[src/hw/sb_hdr_consts.svh]
`ifndef SB_HDR_CONSTS_SVH
`define SB_HDR_CONSTS_SVH

// --------------------
// header layout
// --------------------

// full sideband header width
`define SB_HDR_W 64

// message code field
`define SB_MSGCODE_LSB 14
`define SB_MSGCODE_MSB 21

// subcode field
`define SB_SUBCODE_LSB 32
`define SB_SUBCODE_MSB 39

// message info field
`define SB_MSGINFO_LSB 40
`define SB_MSGINFO_MSB 55

// --------------------
// message code nibbles
// --------------------

// upper nibble selects the message group
`define SB_GRP_TEST     4'h8
`define SB_GRP_SBINIT   4'h9
`define SB_GRP_MBINIT   4'hA
`define SB_GRP_MBTRAIN  4'hB
`define SB_GRP_RETRAIN  4'hC
`define SB_GRP_TRAINERR 4'hE

// lower nibble selects request or response
`define SB_DIR_REQ  4'h5
`define SB_DIR_RESP 4'hA

`endif

[src/hw/sb_hdr_pkg.sv]
`include "sb_hdr_consts.svh"

package sb_hdr_pkg;

	// --------------------
	// message classification
	// --------------------

	// decoded message group, none for unknown nibbles
	typedef enum logic [2:0] {
		GRP_NONE     = 3'd0,
		GRP_TEST     = 3'd1,
		GRP_SBINIT   = 3'd2,
		GRP_MBINIT   = 3'd3,
		GRP_MBTRAIN  = 3'd4,
		GRP_RETRAIN  = 3'd5,
		GRP_TRAINERR = 3'd6
	} msg_group_e;

	// request / response from the low message code nibble
	typedef enum logic [1:0] {
		DIR_REQ  = 2'd0,
		DIR_RESP = 2'd1,
		DIR_NONE = 2'd2
	} msg_dir_e;

	// point or range test type
	typedef enum logic [1:0] {
		SWEEP_POINT = 2'd0,
		SWEEP_RANGE = 2'd2
	} sweep_test_t;

	// --------------------
	// field types
	// --------------------

	// raw header fields
	typedef logic [`SB_SUBCODE_MSB-`SB_SUBCODE_LSB:0] subcode_t;
	typedef logic [`SB_MSGINFO_MSB-`SB_MSGINFO_LSB:0] msg_info_t;

	// decoded outputs
	typedef logic [3:0] msg_no_t;
	typedef logic [2:0] msg_out_info_t;

endpackage

[src/hw/sb_hdr_class_if.sv]
interface sb_hdr_class_if import sb_hdr_pkg::*; ();

	// classified message group
	msg_group_e group;

	// request, response or neither
	msg_dir_e   dir;

	// raw subcode byte
	subcode_t   subcode;

	// raw 16-bit info field
	msg_info_t  info;

	// classifier side
	modport src (
		output group,
		output dir,
		output subcode,
		output info
	);

	// table side, pure combinational read
	modport dst (
		input  group,
		input  dir,
		input  subcode,
		input  info
	);

endinterface

[src/hw/sb_msg_classifier.sv]
`include "sb_hdr_consts.svh"

module sb_msg_classifier import sb_hdr_pkg::*; (
	input  logic [`SB_HDR_W-1:0] i_header,
	sb_hdr_class_if.src          o_class,
	output logic                 o_is_test,
	output sweep_test_t          o_sweep_sel,
	output logic                 o_sweep_sel_hit
);

	// --------------------
	// field slicing
	// --------------------

	// message code byte
	logic [`SB_MSGCODE_MSB-`SB_MSGCODE_LSB:0] msg_code;
	// subcode byte
	subcode_t   subcode;
	// info field
	msg_info_t  info;
	// decoded group and direction
	msg_group_e grp;
	msg_dir_e   dir;

	assign msg_code = i_header[`SB_MSGCODE_MSB:`SB_MSGCODE_LSB];
	assign subcode  = i_header[`SB_SUBCODE_MSB:`SB_SUBCODE_LSB];
	assign info     = i_header[`SB_MSGINFO_MSB:`SB_MSGINFO_LSB];

	// --------------------
	// group and direction
	// --------------------

	// upper nibble of message code
	always_comb
	begin
		case (msg_code[7:4])
			`SB_GRP_TEST:     grp = GRP_TEST;
			`SB_GRP_SBINIT:   grp = GRP_SBINIT;
			`SB_GRP_MBINIT:   grp = GRP_MBINIT;
			`SB_GRP_MBTRAIN:  grp = GRP_MBTRAIN;
			`SB_GRP_RETRAIN:  grp = GRP_RETRAIN;
			`SB_GRP_TRAINERR: grp = GRP_TRAINERR;
			default:          grp = GRP_NONE;
		endcase
	end

	// lower nibble of message code
	always_comb
	begin
		case (msg_code[3:0])
			`SB_DIR_REQ:  dir = DIR_REQ;
			`SB_DIR_RESP: dir = DIR_RESP;
			default:      dir = DIR_NONE;
		endcase
	end

	// --------------------
	// point / sweep select
	// --------------------

	// test type by subcode, flag set only for listed subcodes
	always_comb
	begin
		o_sweep_sel     = SWEEP_POINT;
		o_sweep_sel_hit = 1'b0;
		case (subcode)
			8'h01, 8'h03, 8'h04:
			begin
				o_sweep_sel     = SWEEP_POINT;
				o_sweep_sel_hit = 1'b1;
			end
			8'h07, 8'h08, 8'h09:
			begin
				o_sweep_sel     = SWEEP_RANGE;
				o_sweep_sel_hit = 1'b1;
			end
			default:
			begin
				o_sweep_sel     = SWEEP_POINT;
				o_sweep_sel_hit = 1'b0;
			end
		endcase
	end

	assign o_is_test = (grp == GRP_TEST);

	// classified fields to the table
	assign o_class.group   = grp;
	assign o_class.dir     = dir;
	assign o_class.subcode = subcode;
	assign o_class.info    = info;

endmodule

[src/hw/sb_msg_number_lut.sv]
module sb_msg_number_lut import sb_hdr_pkg::*; (
	sb_hdr_class_if.dst   i_class,
	output msg_no_t       o_msg_no,
	output msg_out_info_t o_msg_info,
	output logic          o_hit
);

	// request / response candidates from the table
	msg_no_t       num_req;
	msg_no_t       num_rsp;
	msg_out_info_t info_req;
	msg_out_info_t info_rsp;
	// subcode known for this group
	logic          known;
	// entry valid regardless of direction nibble
	logic          any_dir;
	// common info slices
	msg_out_info_t info_lo;
	msg_out_info_t info_mid;

	assign info_lo  = i_class.info[2:0];
	assign info_mid = {1'b0, i_class.info[5:4]};

	// --------------------
	// decode table
	// --------------------

	always_comb
	begin
		num_req  = 4'd0;
		num_rsp  = 4'd0;
		info_req = 3'd0;
		info_rsp = 3'd0;
		known    = 1'b1;
		any_dir  = 1'b0;
		case (i_class.group)
			GRP_TEST:
			begin
				case (i_class.subcode)
					8'h01, 8'h07:
					begin
						num_req = 4'd1;
						num_rsp = 4'd2;
					end
					8'h02:
					begin
						num_req = 4'd3;
						num_rsp = 4'd4;
					end
					// response carries info bits 5:4
					8'h03, 8'h0B:
					begin
						num_req  = 4'd5;
						num_rsp  = 4'd6;
						info_rsp = info_mid;
					end
					8'h04, 8'h09:
					begin
						num_req = 4'd7;
						num_rsp = 4'd8;
					end
					8'h08:
					begin
						num_req = 4'd5;
						num_rsp = 4'd6;
					end
					default: known = 1'b0;
				endcase
			end
			GRP_SBINIT:
			begin
				case (i_class.subcode)
					// same number for any nibble
					8'h00:
					begin
						num_req = 4'd3;
						num_rsp = 4'd3;
						any_dir = 1'b1;
					end
					8'h01:
					begin
						num_req = 4'd1;
						num_rsp = 4'd2;
					end
					default: known = 1'b0;
				endcase
			end
			GRP_MBINIT:
			begin
				case (i_class.subcode)
					8'h00, 8'h02, 8'h03, 8'h09, 8'h0D, 8'h11:
					begin
						num_req = 4'd1;
						num_rsp = 4'd2;
					end
					// response carries info bits 2:0
					8'h04, 8'h0A:
					begin
						num_req  = 4'd3;
						num_rsp  = 4'd4;
						info_rsp = info_lo;
					end
					8'h08, 8'h0C, 8'h0F:
					begin
						num_req = 4'd5;
						num_rsp = 4'd6;
					end
					8'h0E, 8'h13:
					begin
						num_req = 4'd3;
						num_rsp = 4'd4;
					end
					8'h10:
					begin
						num_req = 4'd7;
						num_rsp = 4'd8;
					end
					// request carries info bits 2:0
					8'h14:
					begin
						num_req  = 4'd5;
						num_rsp  = 4'd6;
						info_req = info_lo;
					end
					default: known = 1'b0;
				endcase
			end
			GRP_MBTRAIN:
			begin
				case (i_class.subcode)
					8'h00, 8'h02, 8'h04, 8'h05, 8'h06, 8'h08, 8'h0A,
					8'h0C, 8'h0E, 8'h11, 8'h13, 8'h15, 8'h1B:
					begin
						num_req = 4'd1;
						num_rsp = 4'd2;
					end
					8'h01, 8'h03, 8'h07, 8'h09, 8'h0B, 8'h0D,
					8'h10, 8'h12, 8'h14, 8'h16, 8'h1C:
					begin
						num_req = 4'd3;
						num_rsp = 4'd4;
					end
					8'h17, 8'h1D:
					begin
						num_req = 4'd5;
						num_rsp = 4'd6;
					end
					8'h18:
					begin
						num_req = 4'd7;
						num_rsp = 4'd8;
					end
					// request carries info bits 2:0
					8'h1E:
					begin
						num_req  = 4'd7;
						num_rsp  = 4'd8;
						info_req = info_lo;
					end
					8'h19:
					begin
						num_req = 4'd9;
						num_rsp = 4'd10;
					end
					8'h1F:
					begin
						num_req = 4'd11;
						num_rsp = 4'd12;
					end
					default: known = 1'b0;
				endcase
			end
			GRP_RETRAIN:
			begin
				// info bits 2:0 in both directions
				if (i_class.subcode == 8'h01)
				begin
					num_req  = 4'd1;
					num_rsp  = 4'd2;
					info_req = info_lo;
					info_rsp = info_lo;
				end
				else
				begin
					known = 1'b0;
				end
			end
			GRP_TRAINERR:
			begin
				// numbers swapped relative to the usual order
				if (i_class.subcode == 8'h00)
				begin
					num_req = 4'd15;
					num_rsp = 4'd14;
				end
				else
				begin
					known = 1'b0;
				end
			end
			default: known = 1'b0;
		endcase
	end

	// --------------------
	// direction select
	// --------------------

	always_comb
	begin
		o_msg_no   = 4'd0;
		o_msg_info = 3'd0;
		o_hit      = 1'b0;
		if (known && any_dir)
		begin
			o_msg_no = num_req;
			o_hit    = 1'b1;
		end
		else if (known && i_class.dir == DIR_REQ)
		begin
			o_msg_no   = num_req;
			o_msg_info = info_req;
			o_hit      = 1'b1;
		end
		else if (known && i_class.dir == DIR_RESP)
		begin
			o_msg_no   = num_rsp;
			o_msg_info = info_rsp;
			o_hit      = 1'b1;
		end
	end

endmodule

[src/hw/sb_rx_hdr_regs.sv]
module sb_rx_hdr_regs import sb_hdr_pkg::*; (
	input  logic          i_clk,
	input  logic          i_rst_n,
	input  logic          i_start_en,
	input  msg_no_t       i_msg_no,
	input  msg_out_info_t i_msg_info,
	input  logic          i_hit,
	input  logic          i_is_test,
	input  sweep_test_t   i_sweep_sel,
	input  logic          i_sweep_sel_hit,
	output msg_no_t       o_msg_no,
	output msg_out_info_t o_msg_info,
	output logic          o_sweep_en,
	output sweep_test_t   o_sweep_sel,
	output logic          o_valid
);

	// --------------------
	// message number / info
	// --------------------

	// load on start with a table entry, hold on miss
	always_ff @(posedge i_clk or negedge i_rst_n)
	begin
		if (!i_rst_n)
		begin
			o_msg_no   <= 4'd0;
			o_msg_info <= 3'd0;
		end
		else if (i_start_en && i_hit)
		begin
			o_msg_no   <= i_msg_no;
			o_msg_info <= i_msg_info;
		end
	end

	// --------------------
	// point / sweep test
	// --------------------

	// enable follows group, type only on known test subcode
	always_ff @(posedge i_clk or negedge i_rst_n)
	begin
		if (!i_rst_n)
		begin
			o_sweep_en  <= 1'b0;
			o_sweep_sel <= SWEEP_POINT;
		end
		else if (i_start_en)
		begin
			o_sweep_en <= i_is_test;
			if (i_is_test && i_sweep_sel_hit)
				o_sweep_sel <= i_sweep_sel;
		end
	end

	// valid one cycle after each start, stays high when back to back
	always_ff @(posedge i_clk or negedge i_rst_n)
	begin
		if (!i_rst_n)
			o_valid <= 1'b0;
		else
			o_valid <= i_start_en;
	end

endmodule

[src/hw/sb_rx_header_decoder.sv]
`include "sb_hdr_consts.svh"

module sb_rx_header_decoder import sb_hdr_pkg::*; (
	input  logic                 i_clk,
	input  logic                 i_rst_n,
	input  logic                 i_start_en,
	input  logic [`SB_HDR_W-1:0] i_header,
	output logic                 o_tx_point_sweep_test_en,
	output sweep_test_t          o_tx_point_sweep_test,
	output msg_no_t              o_msg_no,
	output msg_out_info_t        o_msg_info,
	output logic                 o_dec_header_valid
);

	// classifier to register stage
	logic          is_test;
	sweep_test_t   sweep_sel;
	logic          sweep_sel_hit;
	// table to register stage
	msg_no_t       lut_msg_no;
	msg_out_info_t lut_msg_info;
	logic          lut_hit;

	// classified fields, combinational
	sb_hdr_class_if class_if ();

	// --------------------
	// decode path
	// --------------------

	sb_msg_classifier u_classifier (
		.i_header        (i_header),
		.o_class         (class_if.src),
		.o_is_test       (is_test),
		.o_sweep_sel     (sweep_sel),
		.o_sweep_sel_hit (sweep_sel_hit)
	);

	sb_msg_number_lut u_lut (
		.i_class    (class_if.dst),
		.o_msg_no   (lut_msg_no),
		.o_msg_info (lut_msg_info),
		.o_hit      (lut_hit)
	);

	// output registers, one cycle after start
	sb_rx_hdr_regs u_regs (
		.i_clk           (i_clk),
		.i_rst_n         (i_rst_n),
		.i_start_en      (i_start_en),
		.i_msg_no        (lut_msg_no),
		.i_msg_info      (lut_msg_info),
		.i_hit           (lut_hit),
		.i_is_test       (is_test),
		.i_sweep_sel     (sweep_sel),
		.i_sweep_sel_hit (sweep_sel_hit),
		.o_msg_no        (o_msg_no),
		.o_msg_info      (o_msg_info),
		.o_sweep_en      (o_tx_point_sweep_test_en),
		.o_sweep_sel     (o_tx_point_sweep_test),
		.o_valid         (o_dec_header_valid)
	);

endmodule

[config.mk]
export PLATFORM = sky130hd
export DESIGN_NAME = sb_rx_header_decoder
export DESIGN_NICKNAME = d
export VERILOG_FILES = /design/src/hw/sb_hdr_pkg.sv /design/src/hw/sb_hdr_class_if.sv /design/src/hw/sb_msg_classifier.sv /design/src/hw/sb_msg_number_lut.sv /design/src/hw/sb_rx_hdr_regs.sv /design/src/hw/sb_rx_header_decoder.sv
export VERILOG_INCLUDE_DIRS = /design/src /design/src/hw
export SDC_FILE = /design/constraint.sdc
export NUM_CORES = 1
export LEC_CHECK = 0
export BUFFER_PORTS_ARGS = -buffer_cell sky130_fd_sc_hd__buf_2
export CORE_UTILIZATION = 45
export CTS_CLUSTER_SIZE = 40
export DETAILED_ROUTE_END_ITERATION = 12
export PLACE_DENSITY = 0.78
export SETUP_SLACK_MARGIN = 0.5
export SLEW_MARGIN = 20
export SYNTH_ARGS = -nofsm -noshare
export SYNTH_HDL_FRONTEND = slang
export SYNTH_SLANG_ARGS = --single-unit
[constraint.sdc]
create_clock -name i_clk -period 2 [get_ports i_clk]
set_clock_uncertainty 0.05 [all_clocks]
set_input_delay 0.2 -clock i_clk [delete_from_list [all_inputs] [get_ports i_clk]]
set_output_delay 0.2 -clock i_clk [all_outputs]
set_load 0.02 [all_outputs]
Word-level counts from Yosys, hierarchy flattened:

Cells that the tools add are included.

* input bits: 67
* register bits: 11
* output and inout port bits: 11
* logic and storage cells: 118

* multiplexer cells: 42
* eq/ne operators: 45
* reduce and logical (&&, ||, !) cells: 26

Operators with widths (count)
* $eq 8x5->1 const B: 15
* $pmux 4 s6: 4
* $eq 8x4->1 const B: 8
* $eq 8x3->1 const B: 4
* $pmux 4 s4: 2
* $reduce_or 30->1: 1
* $eq 4x4->1 const B: 7
* $pmux 3 s4: 2
* $mux 3: 7
* $mux 4: 5
* $pmux 3 s3: 2
* $pmux 3 s6: 1
* $eq 8x2->1 const B: 2
* $reduce_or 15->1: 1
* $reduce_or 2->1: 7
* $reduce_or 13->1: 1
* $mux 1: 12
* $pmux 2 s2: 3
* $reduce_or 6->1: 2
* $reduce_or 11->1: 1
* $eq 3x3->1 const B: 3
* $eq 8x1->1 const B: 1
* $logic_not 8->1: 1
* $reduce_or 4->1: 2
* other kinds (11): 19

Longest topological paths before layout:

Gate-level depths: netlist of run 1.

* depth in word-level cells: 9
* depth in mapped cells: 10
* gate-level depth less buffers: 7

Modules after synthesis:

Synthesis of run 1 repeated with hierarchy kept, for this count alone.

* cells, all modules: 217
* area total of the unflattened synthesis: 1627.8 um^2

By module, submodules not included
* sb_msg_number_lut: times used 1, cells an instance 147, area each 890.9 um^2, sequential area each 0.0 um^2
* sb_rx_hdr_regs: times used 1, cells an instance 23, area each 399.1 um^2, sequential area each 275.3 um^2
* sb_msg_classifier: times used 1, cells an instance 47, area each 337.8 um^2, sequential area each 0.0 um^2

Worst setup path before layout of run 1:

OpenSTA, ideal clock, no wires.

* path kind: input port to flip-flop
* start point: input port i_header[35]
* end point: register u_regs.o_msg_info[0]
* arrival: 1.657 ns
* cell stages on the path: 6
* setup time: 0.121 ns
* required time: 1.829 ns
* path slack: 0.172 ns
* path buffers: 1
* path through: buf_6 or2b_2 o2111a_2 a221oi_4 and3b_1 a22o_1

* longest elaborated chain between the ends: 9

Ends and longest elaborated chain
* start, declared: RTL line sb_rx_header_decoder.sv:7 `` input logic [`SB_HDR_W-1:0] i_header, ``
* $eq 8x1->1 (tied with other cells)
* $reduce_or 30->1 (no line) (tied with other cells)
* $mux 1 (on tied branches)
* $pmux 1 s6: RTL line sb_msg_number_lut.sv:36 `case (i_class.group)`
* $logic_and 1x1->1: RTL line sb_msg_number_lut.sv:225 `else if (known && i_class.dir == DIR_RESP)`
* $mux 1: RTL line sb_msg_number_lut.sv:225
* $mux 1: RTL line sb_msg_number_lut.sv:219 `else if (known && i_class.dir == DIR_REQ)`
* $mux 1: RTL line sb_msg_number_lut.sv:214 `if (known && any_dir)`
* $logic_and 1x1->1: RTL line sb_rx_hdr_regs.sv:30 `else if (i_start_en && i_hit)`
* end signal, assigned: RTL line sb_rx_hdr_regs.sv:33 `o_msg_info <= i_msg_info;`
* end, declared: RTL line sb_rx_hdr_regs.sv:12 `output msg_out_info_t o_msg_info,`

Parallel ways exist; a longest one is shown, timed or not.
A chain may end at the register's enable or synchronous reset.

Worst setup path after layout of run 1:

* start point: input port i_header[33]
* end point: register u_regs.o_msg_info[1]

Same word-level chain as after synthesis.

==> reports/qor.yml, run 1 <==
clock_tree:
  root_buffer: "clkbuf_4"
  cts_sinks: 10
  clk_pin_slew_ns: 0.06
  cts_made_buffers: 3
  clk_latency_ns: 0.26
  cts_tree: "built"
  cts_buffer_depth: 2
  htree_levels: 1
timing:
  rsz0062_at_grt: "true"
  fin_crit_ns: 1.71
  finalHoldWorstSlack_ns: 0.112
  slew_headroom: 0.596
  period_share: 0.853
  worstMarginPinSlew_ns: 0.598
  fmax_mhz: 586
  hold_viol: 0
  fin_ws_ns: 0.293
  drv_slew: 0
  setup_viol: 0
placement:
  dp.final_hpwl_mm: 3.25
  place.gp.congestion: 0.952
  place_area_sq_um: 1870
  post-place-ws_ns: -0.0281
  portBuffers: 33
detailed_routing:
  dr_total_vias: 1747
  ant_nets: 0
  route.detailed.drc: 0
  drt-pass1-iter-count: 4
  routed_via_density: 5.92
  drt_iter0_markers: 81
  routed_wl_mm: 4.61
  avgRoutedWirePerCell_um: 15.6
global_route:
  grt_max_degree: 23
  grt.overflow.total: 0
  grt_pass1_wl_mm: 6.90
  grt_antenna_before_repair: 0
  grt_pass1_vias: 1491
  grt_usage: 0.251
worst_setup_path:
  path_cells: "buf_2 -> or3_4 -> a21oi_4 -> o32ai_4 -> a221oi_4 -> and3b_1 -> a22o_1"
  slowest_delay_ns: 0.40
  r2r_slack_ns: 1.16
  rr_worst_depth: 2
  critPathKind: "input pin to register"
  cp.arrival_ns: 1.81
  crit_path_end_kind: "register"
  slowest_stage: "or3_4"
  cp_data_required_time_ns: 2.10
  critPathLaunchType: "input pin"
  crit_fanout: 4
synth:
  synth_area_sq_um: 1500
  synth_edf_count: 0
  synthArstFlopShare: 1.00
  syn-num-nets: 257
  synth_area_per_cell_sq_um: 7.88
  ys_seq_area_frac: 0.167
  synth_ff_type: "dfrtp_1"
  synth_seq_cells: 10
  netlist_instances: 190
  yosys_warnings: 0
  ys_types: 68
outcome:
  outcome: "completed"
floorplanning:
  dieArea_sq_um: 3560
  rows: 20
  ios: 78
  core-area_sq_um: 3100
  die_width_um: 59.7
  initial_utilization: 0.483
  die_h_um: 59.7
finish:
  fin_util: 0.698
  drive_gt1_frac: 0.462
  fillers: 256
  nets: 319
  final_area_sq_um: 2160
  antenna_cells: 0
  area_delta_synth_final_pct: 44.5
  seq_area_sq_um: 250
  multiInputGateArea_sq_um: 1250
power:
  p_leak_uw: 0.000932
  p_per_area_nw_per_um2: 314
  finalPower_uw: 679
  vdd_drop_max_mv: 0.140
job:
  maxCapViolCount: 0
hold_path:
  whs_path_depth: 1
  hold_path_class: "input pin to register"
-- path summary, 6_finish.rpt --
| check | to | start |
|---|---|---|
| min | u_regs.o_valid | i_start_en |
| max reg2reg | u_regs.o_sweep_sel[1] | u_regs.o_sweep_sel[1] |
| min reg2reg | u_regs.o_msg_info[2] | u_regs.o_msg_info[2] |
| min in group asynchronous | u_regs.o_msg_no[2] | i_rst_n |
| max in group asynchronous | u_regs.o_msg_no[3] | i_rst_n |
| max | u_regs.o_msg_info[1] | i_header[33] |
-- kinds of logic after synthesis --
| logic type | after synthesis | synth area share |
|---|---|---|
| xor gates and xnor gates | 4 | 0.0234 |
| AOI/OAI and AO/OA | 65 | 0.314 |
| and+or+nand+nor | 88 | 0.388 |
| muxes | 2 | 0.0142 |
| other | 1 | 0.00250 |
| buffers and inverters | 20 | 0.0911 |
| DFF | 10 | 0.167 |
-- report_power, final --
part	internal (uW)	switching (uW)
clock network	110	63.9
registers	207	2.83
logic	139	156
total	456	223
-- final cells by class --
class                      instances  share of cell area
sequential                        10               0.116
timing repair buffer              72               0.257
tap                               44              0.0254
clock buffer                       4              0.0168
multi-input combinational        160               0.576
inverter                           5             0.00867
-- sequential cells by signal, summed over array words and instances, names as in the netlist --
register / count
u_regs.o_sweep_en: 1
u_regs.o_valid: 1
u_regs.o_msg_no: 4
u_regs.o_msg_info: 3
u_regs.o_sweep_sel: 1
-- Yosys cell counts (2+ instances only) --
| library cell | instances | area (sq um) |
|---|---|---|
| a21oi_1 | 15 | 75.1 |
| nand2_1 | 13 | 48.8 |
| o21ai_0 | 12 | 60.1 |
| nor2_1 | 11 | 41.3 |
| dfrtp_1 | 10 | 250 |
| buf_2 | 7 | 35.0 |
| nand3_1 | 7 | 35.0 |
| nor2b_1 | 7 | 43.8 |
| nor3_1 | 6 | 30.0 |
| nor3b_1 | 6 | 45.0 |
| inv_1 | 5 | 18.8 |
| nand4_1 | 5 | 31.3 |
| and3b_1 | 4 | 35.0 |
| nand3b_1 | 4 | 30.0 |
| a22oi_1 | 3 | 22.5 |
| a31oi_1 | 3 | 18.8 |
| clkbuf_8 | 3 | 41.3 |
| o211ai_1 | 3 | 22.5 |
| o31ai_1 | 3 | 22.5 |
| xor2_1 | 3 | 26.3 |
| a211oi_1 | 2 | 15.0 |
| a22o_1 | 2 | 17.5 |
| and2b_2 | 2 | 17.5 |
| and3_1 | 2 | 12.5 |
| buf_4 | 2 | 15.0 |
| buf_6 | 2 | 22.5 |
| nor4bb_1 | 2 | 20.0 |
| o21a_1 | 2 | 15.0 |
| o21ai_1 | 2 | 10.0 |
| o22ai_1 | 2 | 12.5 |
| o2bb2ai_1 | 2 | 17.5 |
| or3_1 | 2 | 12.5 |
-- routing by layer --
| layer | wire length (um) | vias up | track usage |
|---|---|---|---|
| met5 | 0 | - | 0 |
| met4 | 19 | 0 | 0.0764 |
| met3 | 258 | 4 | 0.0130 |
| met2 | 2390 | 77 | 0.417 |
| met1 | 1940 | 823 | 0.347 |
| li1 | - | 843 | - |
-- placed cells by master, fill, tap and decap left out, types with 5 or more instances in the layout --
| cell | count |
|---|---|
| nor3_1 | 5 |
| dfrtp_1 | 10 |
| nand4_1 | 5 |
| buf_4 | 30 |
| o21ai_1 | 5 |
| o21ai_0 | 8 |
| nand3_1 | 7 |
| buf_2 | 27 |
| nand2_1 | 12 |
| buf_6 | 9 |
| nor2_1 | 11 |
| a21oi_1 | 12 |
-- critical path, delay by kind of cell --
kind	cells	cell delay, ns
simple gates	2	0.63
compound gates	4	0.83
buf+inv	1	0.14
-- what timing repair did --
item                                   CTS  global route
setup endpoints to repair                7             7
endpoints found under the hold margin   10             0
resized for setup                       21            30
pin swaps                               12            16
hold buffers                             1             0
setup buffers                            5             3
-- per-stage QoR --
step,std cells,setup TNS [ns]
2_1_floorplan,190,0
3_3_place_gp,282,-0.00562
3_5_place_dp,282,-0.0476
4_1_cts,292,0
5_1_grt,295,0
6_report,295,0
(Power assumes the default switching activity.)
==> run 2: changes to the inputs <==
--- a/config.mk
+++ b/config.mk
@@ -6,7 +6,7 @@
 export SDC_FILE = /design/constraint.sdc
 export NUM_CORES = 1
 export LEC_CHECK = 0
-export BUFFER_PORTS_ARGS = -buffer_cell sky130_fd_sc_hd__buf_2
+export BUFFER_PORTS_ARGS = -buffer_cell sky130_fd_sc_hd__buf_4
 export CORE_UTILIZATION = 45
 export CTS_CLUSTER_SIZE = 40
 export DETAILED_ROUTE_END_ITERATION = 12
==> reports/qor.yml, run 2 (same netlist as run 1, synthesis figures left out) <==
power:
  p_per_area_nw_per_um2: 314  # about the same
  finalPower_uw: 675  # was 679 uW
  p_leak_uw: 0.000916  # was 0.000932 uW
  vdd_drop_max_mv: 0.134  # was 0.140 mV
  power.share.combinational: 0.424  # was 0.434
  p_sw_frac: 0.324  # was 0.328
  p_int_uw: 456  # about the same
  p_seq_frac: 0.312  # was 0.309
  clkPwrFrac: 0.264  # was 0.257
  switchingPower_uw: 219  # was 223 uW
clock_tree:
  cts_made_buffers: 3  # unchanged
  clk_pin_slew_ns: 0.07  # was 0.06 ns
  cts_tree: "built"  # unchanged
  cts_buffer_depth: 2  # unchanged
  root_buffer: "clkbuf_4"  # unchanged
  htree_levels: 1  # unchanged
  cts_sinks: 10  # unchanged
  clk_latency_ns: 0.27  # was 0.26 ns
detailed_routing:
  drt-pass1-iter-count: 5  # was 4
  drt_iter0_markers: 113  # was 81
  routed_wl_mm: 4.41  # was 4.61 mm
  ant_nets: 0  # unchanged
  route.detailed.drc: 0  # unchanged
  avgRoutedWirePerCell_um: 15.1  # was 15.6 um
  routed_via_density: 5.98  # was 5.92
  dr_total_vias: 1745  # was 1747
finish:
  nets: 316  # was 319
  final_cell_mix: "buf_4 (60), nand2_1 (13), a21oi_1 (13), nor2_1 (10), dfrtp_1 (10)"  # was buf_4 (30), buf_2 (27), nand2_1 (12), a21oi_1 (12), nor2_1 (11)
  multiInputGateArea_sq_um: 1220  # was 1250 sq um
  fillers: 270  # was 256
  drive_gt1_frac: 0.440  # was 0.462
  antenna_cells: 0  # unchanged
  layout_commonest_cell: "buf_4"  # unchanged
  largestRegisters: "u_regs.o_msg_no: 4 flops, u_regs.o_msg_info: 3 flops"  # unchanged
  largest_reg_flops: 4  # unchanged
  top_register: "u_regs.o_msg_no"  # unchanged
  area_delta_synth_final_pct: 43.5  # was 44.5%
  seq_area_sq_um: 250  # unchanged
hold_path:
  whs_path_depth: 1  # unchanged
  hp-start: "i_start_en"  # unchanged
  hold_path_class: "input pin to register"  # unchanged
  min_to: "u_regs.o_valid"  # unchanged
global_route:
  grt_max_degree: 15  # was 23
  grt_antenna_before_repair: 0  # unchanged
  grt_pass1_vias: 1561  # was 1491
  grt_pass1_wl_mm: 6.87  # was 6.90 mm
  grt_usage: 0.251  # about the same
  grt.overflow.total: 0  # unchanged
worst_setup_path:
  crit_path_end_kind: "register"  # unchanged
  critPathKind: "input pin to register"  # unchanged
  crit_fanout: 5  # was 4
  rr_worst_depth: 2  # unchanged
  cp_data_required_time_ns: 2.10  # about the same
  critPathLaunchType: "input pin"  # unchanged
  r2r_slack_ns: 1.15  # was 1.16 ns
  reg2reg_to: "u_regs.o_sweep_sel[1]"  # unchanged
  cp.arrival_ns: 1.80  # was 1.81 ns
  r2r_start: "u_regs.o_sweep_sel[1]"  # unchanged
timing:
  fmax_mhz: 589  # was 586 MHz
  fin_crit_ns: 1.70  # was 1.71 ns
  rsz0062_at_grt: "true"  # unchanged
  fin_ws_ns: 0.303  # was 0.293 ns
  hold_viol: 0  # unchanged
  drv_slew: 0  # unchanged
  period_share: 0.848  # was 0.853
  setup_viol: 0  # unchanged
placement:
  portBuffers: 33  # unchanged
  post-place-ws_ns: -0.0498  # was -0.0281 ns
  place.gp.congestion: 0.964  # was 0.952
  dp.final_hpwl_mm: 3.31  # was 3.25 mm
floorplanning:
  core-area_sq_um: 3100  # unchanged
  rows: 20  # unchanged
  die_width_um: 59.7  # unchanged
  initial_utilization: 0.483  # unchanged
  dieArea_sq_um: 3560  # unchanged
  die_h_um: 59.7  # unchanged
  ios: 78  # unchanged
outcome:
  outcome: "completed"  # unchanged
job:
  maxCapViolCount: 0  # unchanged
[run 2: cell types whose count changed in the layout (fill, tap and decap cells not counted), moves of 2 or more]
cell	before	now
buf_4	30	60
buf_2	27	0
buf_6	9	4
a21oi_4	2	0
[run 2: cell type report]
type                            count  area share
Clock buffer                        4      0.0169
Inverter                            5     0.00873
Multi-Input combinational cell    160       0.567
Sequential cell                    10       0.116
Tap cell                           44      0.0256
Timing Repair Buffer               69       0.265
[run 2: repair_timing]
item | in CTS | in global routing
gates resized for setup | 16 | 17
hold buffers | 1 | 0
pin swaps | 13 | 11
setup buffers | 3 | 4
endpoints found under the hold margin | 10 | 0
setup endpoints to repair | 7 | 7
[run 2: critical path, stage by stage]
cell and delay, ns:
buf_8 0.10, or3b_1 0.38, a21oi_2 0.22, o32ai_4 0.12, a221oi_4 0.34, and3b_1 0.23
a22o_1 0.21
[run 2: stage by stage]
step	std cells	hold slack (ns)	utilization	TNS [ns]	cell area, sq um
after global routing	292	0.0666	0.693	0	2150
after global placement	280	-0.0218	0.620	-0.0111	1920
after CTS	288	0.0575	0.659	0	2040
after floorplan	190	-0.146	-	0	1520
final	292	0.0734	0.693	0	2150
after detailed placement	280	-0.0193	0.620	-0.0955	1920
[run 2: worst max path at each step]
stage | start | end | slack (ns)
2_1_floorplan | i_header[19] | u_regs.o_msg_info[0] | 0.22
3_3_place_gp | i_header[32] | u_regs.o_msg_info[0] | -0.006
3_5_place_dp | i_header[32] | u_regs.o_msg_info[0] | -0.05
4_1_cts | i_header[34] | u_regs.o_msg_info[0] | 0.32
5_1_grt | i_header[34] | u_regs.o_msg_info[0] | 0.26
6_report | i_header[34] | u_regs.o_msg_info[0] | 0.30
[run 2: power by group through the flow]
stage / registers, uW / logic (uW) / clock network, uW
after floorplan: 219 / 147 / 0
after global placement: 213 / 255 / 0
after detailed placement: 213 / 258 / 0
after CTS: 210 / 271 / 182
after global routing: 211 / 309 / 188
final: 210 / 286 / 178
[run 2: routing by layer]
metal / vias to the layer above / global-route usage / wire length [um]
met3: 12 / 0.0152 / 215
met2: 68 / 0.414 / 2150
met1: 828 / 0.342 / 1970
li1: 837 / - / -
met4: 0 / 0.0963 / 72
met5: - / 0 / 0
==> run 3: changes to the inputs <==
--- a/config.mk
+++ b/config.mk
@@ -6,11 +6,12 @@
 export SDC_FILE = /design/constraint.sdc
 export NUM_CORES = 1
 export LEC_CHECK = 0
+export ABC_AREA = 1
 export BUFFER_PORTS_ARGS = -buffer_cell sky130_fd_sc_hd__buf_4
-export CORE_UTILIZATION = 45
+export CORE_UTILIZATION = 42
 export CTS_CLUSTER_SIZE = 40
 export DETAILED_ROUTE_END_ITERATION = 12
-export PLACE_DENSITY = 0.78
+export PLACE_DENSITY = 0.75
 export SETUP_SLACK_MARGIN = 0.5
 export SLEW_MARGIN = 20
 export SYNTH_ARGS = -nofsm -noshare
==> constraint.sdc (replaced) <==
create_clock -name i_clk -period 1.4 [get_ports i_clk]
set_clock_uncertainty 0.05 [all_clocks]
set_input_delay 0.14 -clock i_clk [delete_from_list [all_inputs] [get_ports i_clk]]
set_output_delay 0.14 -clock i_clk [all_outputs]
set_load 0.02 [all_outputs]
==> reports/qor.yml, run 3 <==
detailed_routing:
  avgRoutedWirePerCell_um: 15.2  # was 15.1 um
  routed_wl_mm: 7.22  # was 4.41 mm
  drt-pass1-iter-count: 6  # was 5
  drt_iter0_markers: 164  # was 113
  dr_total_vias: 2505  # was 1745
  routed_via_density: 5.28  # was 5.98
  ant_nets: 0  # unchanged
  route.detailed.drc: 0  # unchanged
timing:
  fmax_mhz: 581
  drv_slew: 0  # unchanged
  rsz0062_at_grt: "true"  # unchanged
  setup_viol: 7  # was 0
  tns_ns: -2.06  # was 0 ns
  hold_viol: 0  # unchanged
  fin_crit_ns: 1.72
  fin_ws_ns: -0.320  # was 0.303 ns
  period_share: 1.23
finish:
  stdcell_count: 474  # was 292
  final_cell_mix: "buf_4 (96), nand2_1 (79), nor2_1 (32), inv_1 (26), nand2_2 (23)"  # was buf_4 (60), nand2_1 (13), a21oi_1 (13), nor2_1 (10), dfrtp_1 (10)
  fillers: 218  # was 270
  drive_gt1_frac: 0.528  # was 0.440
  largest_reg_flops: 4  # unchanged
  largestRegisters: "u_regs.o_msg_no: 4 flops, u_regs.o_msg_info: 3 flops"  # unchanged
  layout_commonest_cell: "buf_4"  # unchanged
  top_register: "u_regs.o_msg_no"  # unchanged
  area_delta_synth_final_pct: 94.8  # was 43.5%
  nets: 495  # was 316
  antenna_cells: 0  # unchanged
synth:
  yosys_warnings: 0  # unchanged
  ys_types: 27  # was 68
  synth_top_area_frac: 0.255  # was 0.167
  ys_seq_area_frac: 0.156  # was 0.167
  synth_area_sq_um: 1600  # was 1500 sq um
  synth_area_per_cell_sq_um: 5.24  # was 7.88 sq um
  netlist_instances: 306  # was 190
  synthTopCellsByArea: "nand2_1 (26%), dfrtp_1 (16%), nor2_1 (12%)"  # was dfrtp_1 (17%), a21oi_1 (5.0%), o21ai_0 (4.0%)
  yosys.area.top_type: "nand2_1"  # was dfrtp_1
  yosys-top-cells-count: "nand2_1 (109), nor2_1 (51), nand3_1 (31), inv_1 (30), nand2_2 (15)"  # was a21oi_1 (15), nand2_1 (13), o21ai_0 (12), nor2_1 (11), dfrtp_1 (10)
  synth_edf_count: 0  # unchanged
  synth_seq_cells: 10  # unchanged
  synth_most_common_cell: "nand2_1"  # was a21oi_1
  synth_ff_type: "dfrtp_1"  # unchanged
  synthArstFlopShare: 1.00  # unchanged
  syn-num-nets: 373  # was 257
floorplanning:
  die_width_um: 63.8  # was 59.7 um
  rows: 22  # was 20
  ios: 78  # unchanged
  initial_utilization: 0.438  # was 0.483
  dieArea_sq_um: 4070  # was 3560 sq um
  core-area_sq_um: 3660  # was 3100 sq um
  die_h_um: 63.8  # was 59.7 um
worst_setup_path:
  rr_worst_depth: 4  # was 2
  path_common_cell: "nand2_1"
  cp.arrival_ns: 1.84  # was 1.80 ns
  reg2reg_to: "u_regs.o_msg_no[0]"  # was u_regs.o_sweep_sel[1]
  crit_fanout: 8  # was 5
  path_cells: "buf_6 -> inv_16 -> nand2_2 -> nor2_4 -> nand2_2 -> nand2_1 -> nor2_1 -> nand2_1 -> nor2_1 -> nor2_1 -> nor2_2 -> nand2_4 -> o21ai_2 -> a21oi_2 -> nand2_1 -> nand2_1"  # was buf_8 -> or3b_1 -> a21oi_2 -> o32ai_4 -> a221oi_4 -> and3b_1 -> a22o_1
  slowest_stage: "nor2_4"  # was or3b_1
  critPathLaunchType: "input pin"  # unchanged
  cp-startpoint: "i_header[37]"  # was i_header[34]
  r2r_slack_ns: 0.47  # was 1.15 ns
  crit_path_end_kind: "register"  # unchanged
  cp_data_required_time_ns: 1.52  # was 2.10 ns
  r2r_start: "u_regs.o_msg_no[0]"  # was u_regs.o_sweep_sel[1]
  cp-endpoint: "u_regs.o_msg_no[3]"  # was u_regs.o_msg_info[0]
  critPathKind: "input pin to register"  # unchanged
  slowest_delay_ns: 0.26  # was 0.38 ns
power:
  p_per_area_nw_per_um2: 322  # was 314 nW/um^2
  vdd_drop_max_mv: 0.184  # was 0.134 mV
  p_leak_uw: 0.00188  # was 0.000916 uW
global_route:
  grt_pass1_wl_mm: 9.74  # was 6.87 mm
  grt_max_degree: 11  # was 15
  grt_antenna_before_repair: 0  # unchanged
  grt_pass1_vias: 2260  # was 1561
  grt.overflow.total: 0  # unchanged
  grt_usage: 0.305  # was 0.251
hold_path:
  hold_path_class: "input pin to register"  # unchanged
  whs_path_depth: 4  # was 1
clock_tree:
  cts_sinks: 10  # unchanged
  htree_levels: 1  # unchanged
  clk_pin_slew_ns: 0.04  # was 0.07 ns
  clk_latency_ns: 0.24  # was 0.27 ns
  cts_tree: "built"  # unchanged
  root_buffer: "clkbuf_8"  # was clkbuf_4
  cts_made_buffers: 3  # unchanged
  cts_buffer_depth: 2  # unchanged
outcome:
  outcome: "complete, but fails checks"  # was completed
  violations: "negative setup slack"
job:
  maxCapViolCount: 0  # unchanged
placement:
  portBuffers: 33  # unchanged
  dp.final_hpwl_mm: 4.40  # was 3.31 mm
  dp.cells: 451  # was 280
  place.gp.congestion: 1.03  # was 0.964
==> run 3: cells by family after synthesis <==
family          share of synthesized area
flops                               0.156
simple gates                        0.634
compound gates                     0.0959
mux                               0.00624
buf+inv                             0.105
other cells                       0.00234
==> run 3: area by class of cell <==
class | instances | area [sq um] | share of cell area
clock buffers | 3 | 41.3 | 0.0132
inverters | 37 | 178 | 0.0569
flip-flops and latches | 10 | 250 | 0.0801
multi-input cells | 256 | 1570 | 0.503
repair buffers | 120 | 1020 | 0.327
well taps | 48 | 60.1 | 0.0192
==> run 3: routing by layer <==
metal  global-route usage  routed length [um]  share of wire  up-vias
met2                0.585                3780           0.52      139
met4                0.188                 403          0.056        0
met1                0.320                2640           0.37     1120
li1                     -                   -              -     1210
met5                    0                   0              0        -
met3               0.0196                 391          0.054       36
==> run 3: worst min-delay path by stage <==
stage,startpoint,endpoint,slack [ns]
CTS,i_rst_n,u_regs.o_msg_no[0],0.21
global placement,i_rst_n,u_regs.o_sweep_sel[1],-0.08
detailed placement,i_rst_n,u_regs.o_valid,-0.08
finish,i_start_en,u_regs.o_msg_info[2],0.22
floorplan,i_rst_n,u_regs.o_msg_info[0],-0.21
global route,i_start_en,u_regs.o_msg_no[0],0.23
==> run 3: through the flow <==
| stage | cell area [sq um] | hold slack [ns] | util | setup WS [ns] | power, uW |
|---|---|---|---|---|---|
| global placement | 2500 | -0.0815 | 0.682 | -0.538 | 599 |
| floorplan | 1700 | -0.206 | - | -0.199 | 440 |
| finish | 3120 | 0.223 | 0.853 | -0.320 | 1010 |
| detailed placement | 2500 | -0.0787 | 0.682 | -0.575 | 605 |
| CTS | 2810 | 0.209 | 0.766 | -0.183 | 947 |
| global route | 3120 | 0.231 | 0.853 | -0.398 | 1050 |
==> run 3: what timing repair did <==
action / in CTS / in global routing
pin swaps: 19 / 26
setup endpoints to repair: 18 / 18
hold buffers: 2 / 0
setup buffers: 11 / 6
endpoints found under the hold margin: 11 / 0
cloned: 0 / 1
gates resized for setup: 47 / 68
==> run 3: power breakdown <==
group | internal (uW) | switching [uW] | total, uW
clock | 188 | 108 | 296
combinational | 182 | 234 | 416
sequential | 293 | 1.89 | 295
==> run 3: worst max-delay path: cells and delay by family <==
family                 cells  cell delay [ns]
and+or+nand+nor           12             1.24
AOI/OAI and AO/OA          2             0.28
buffers and inverters      2             0.18
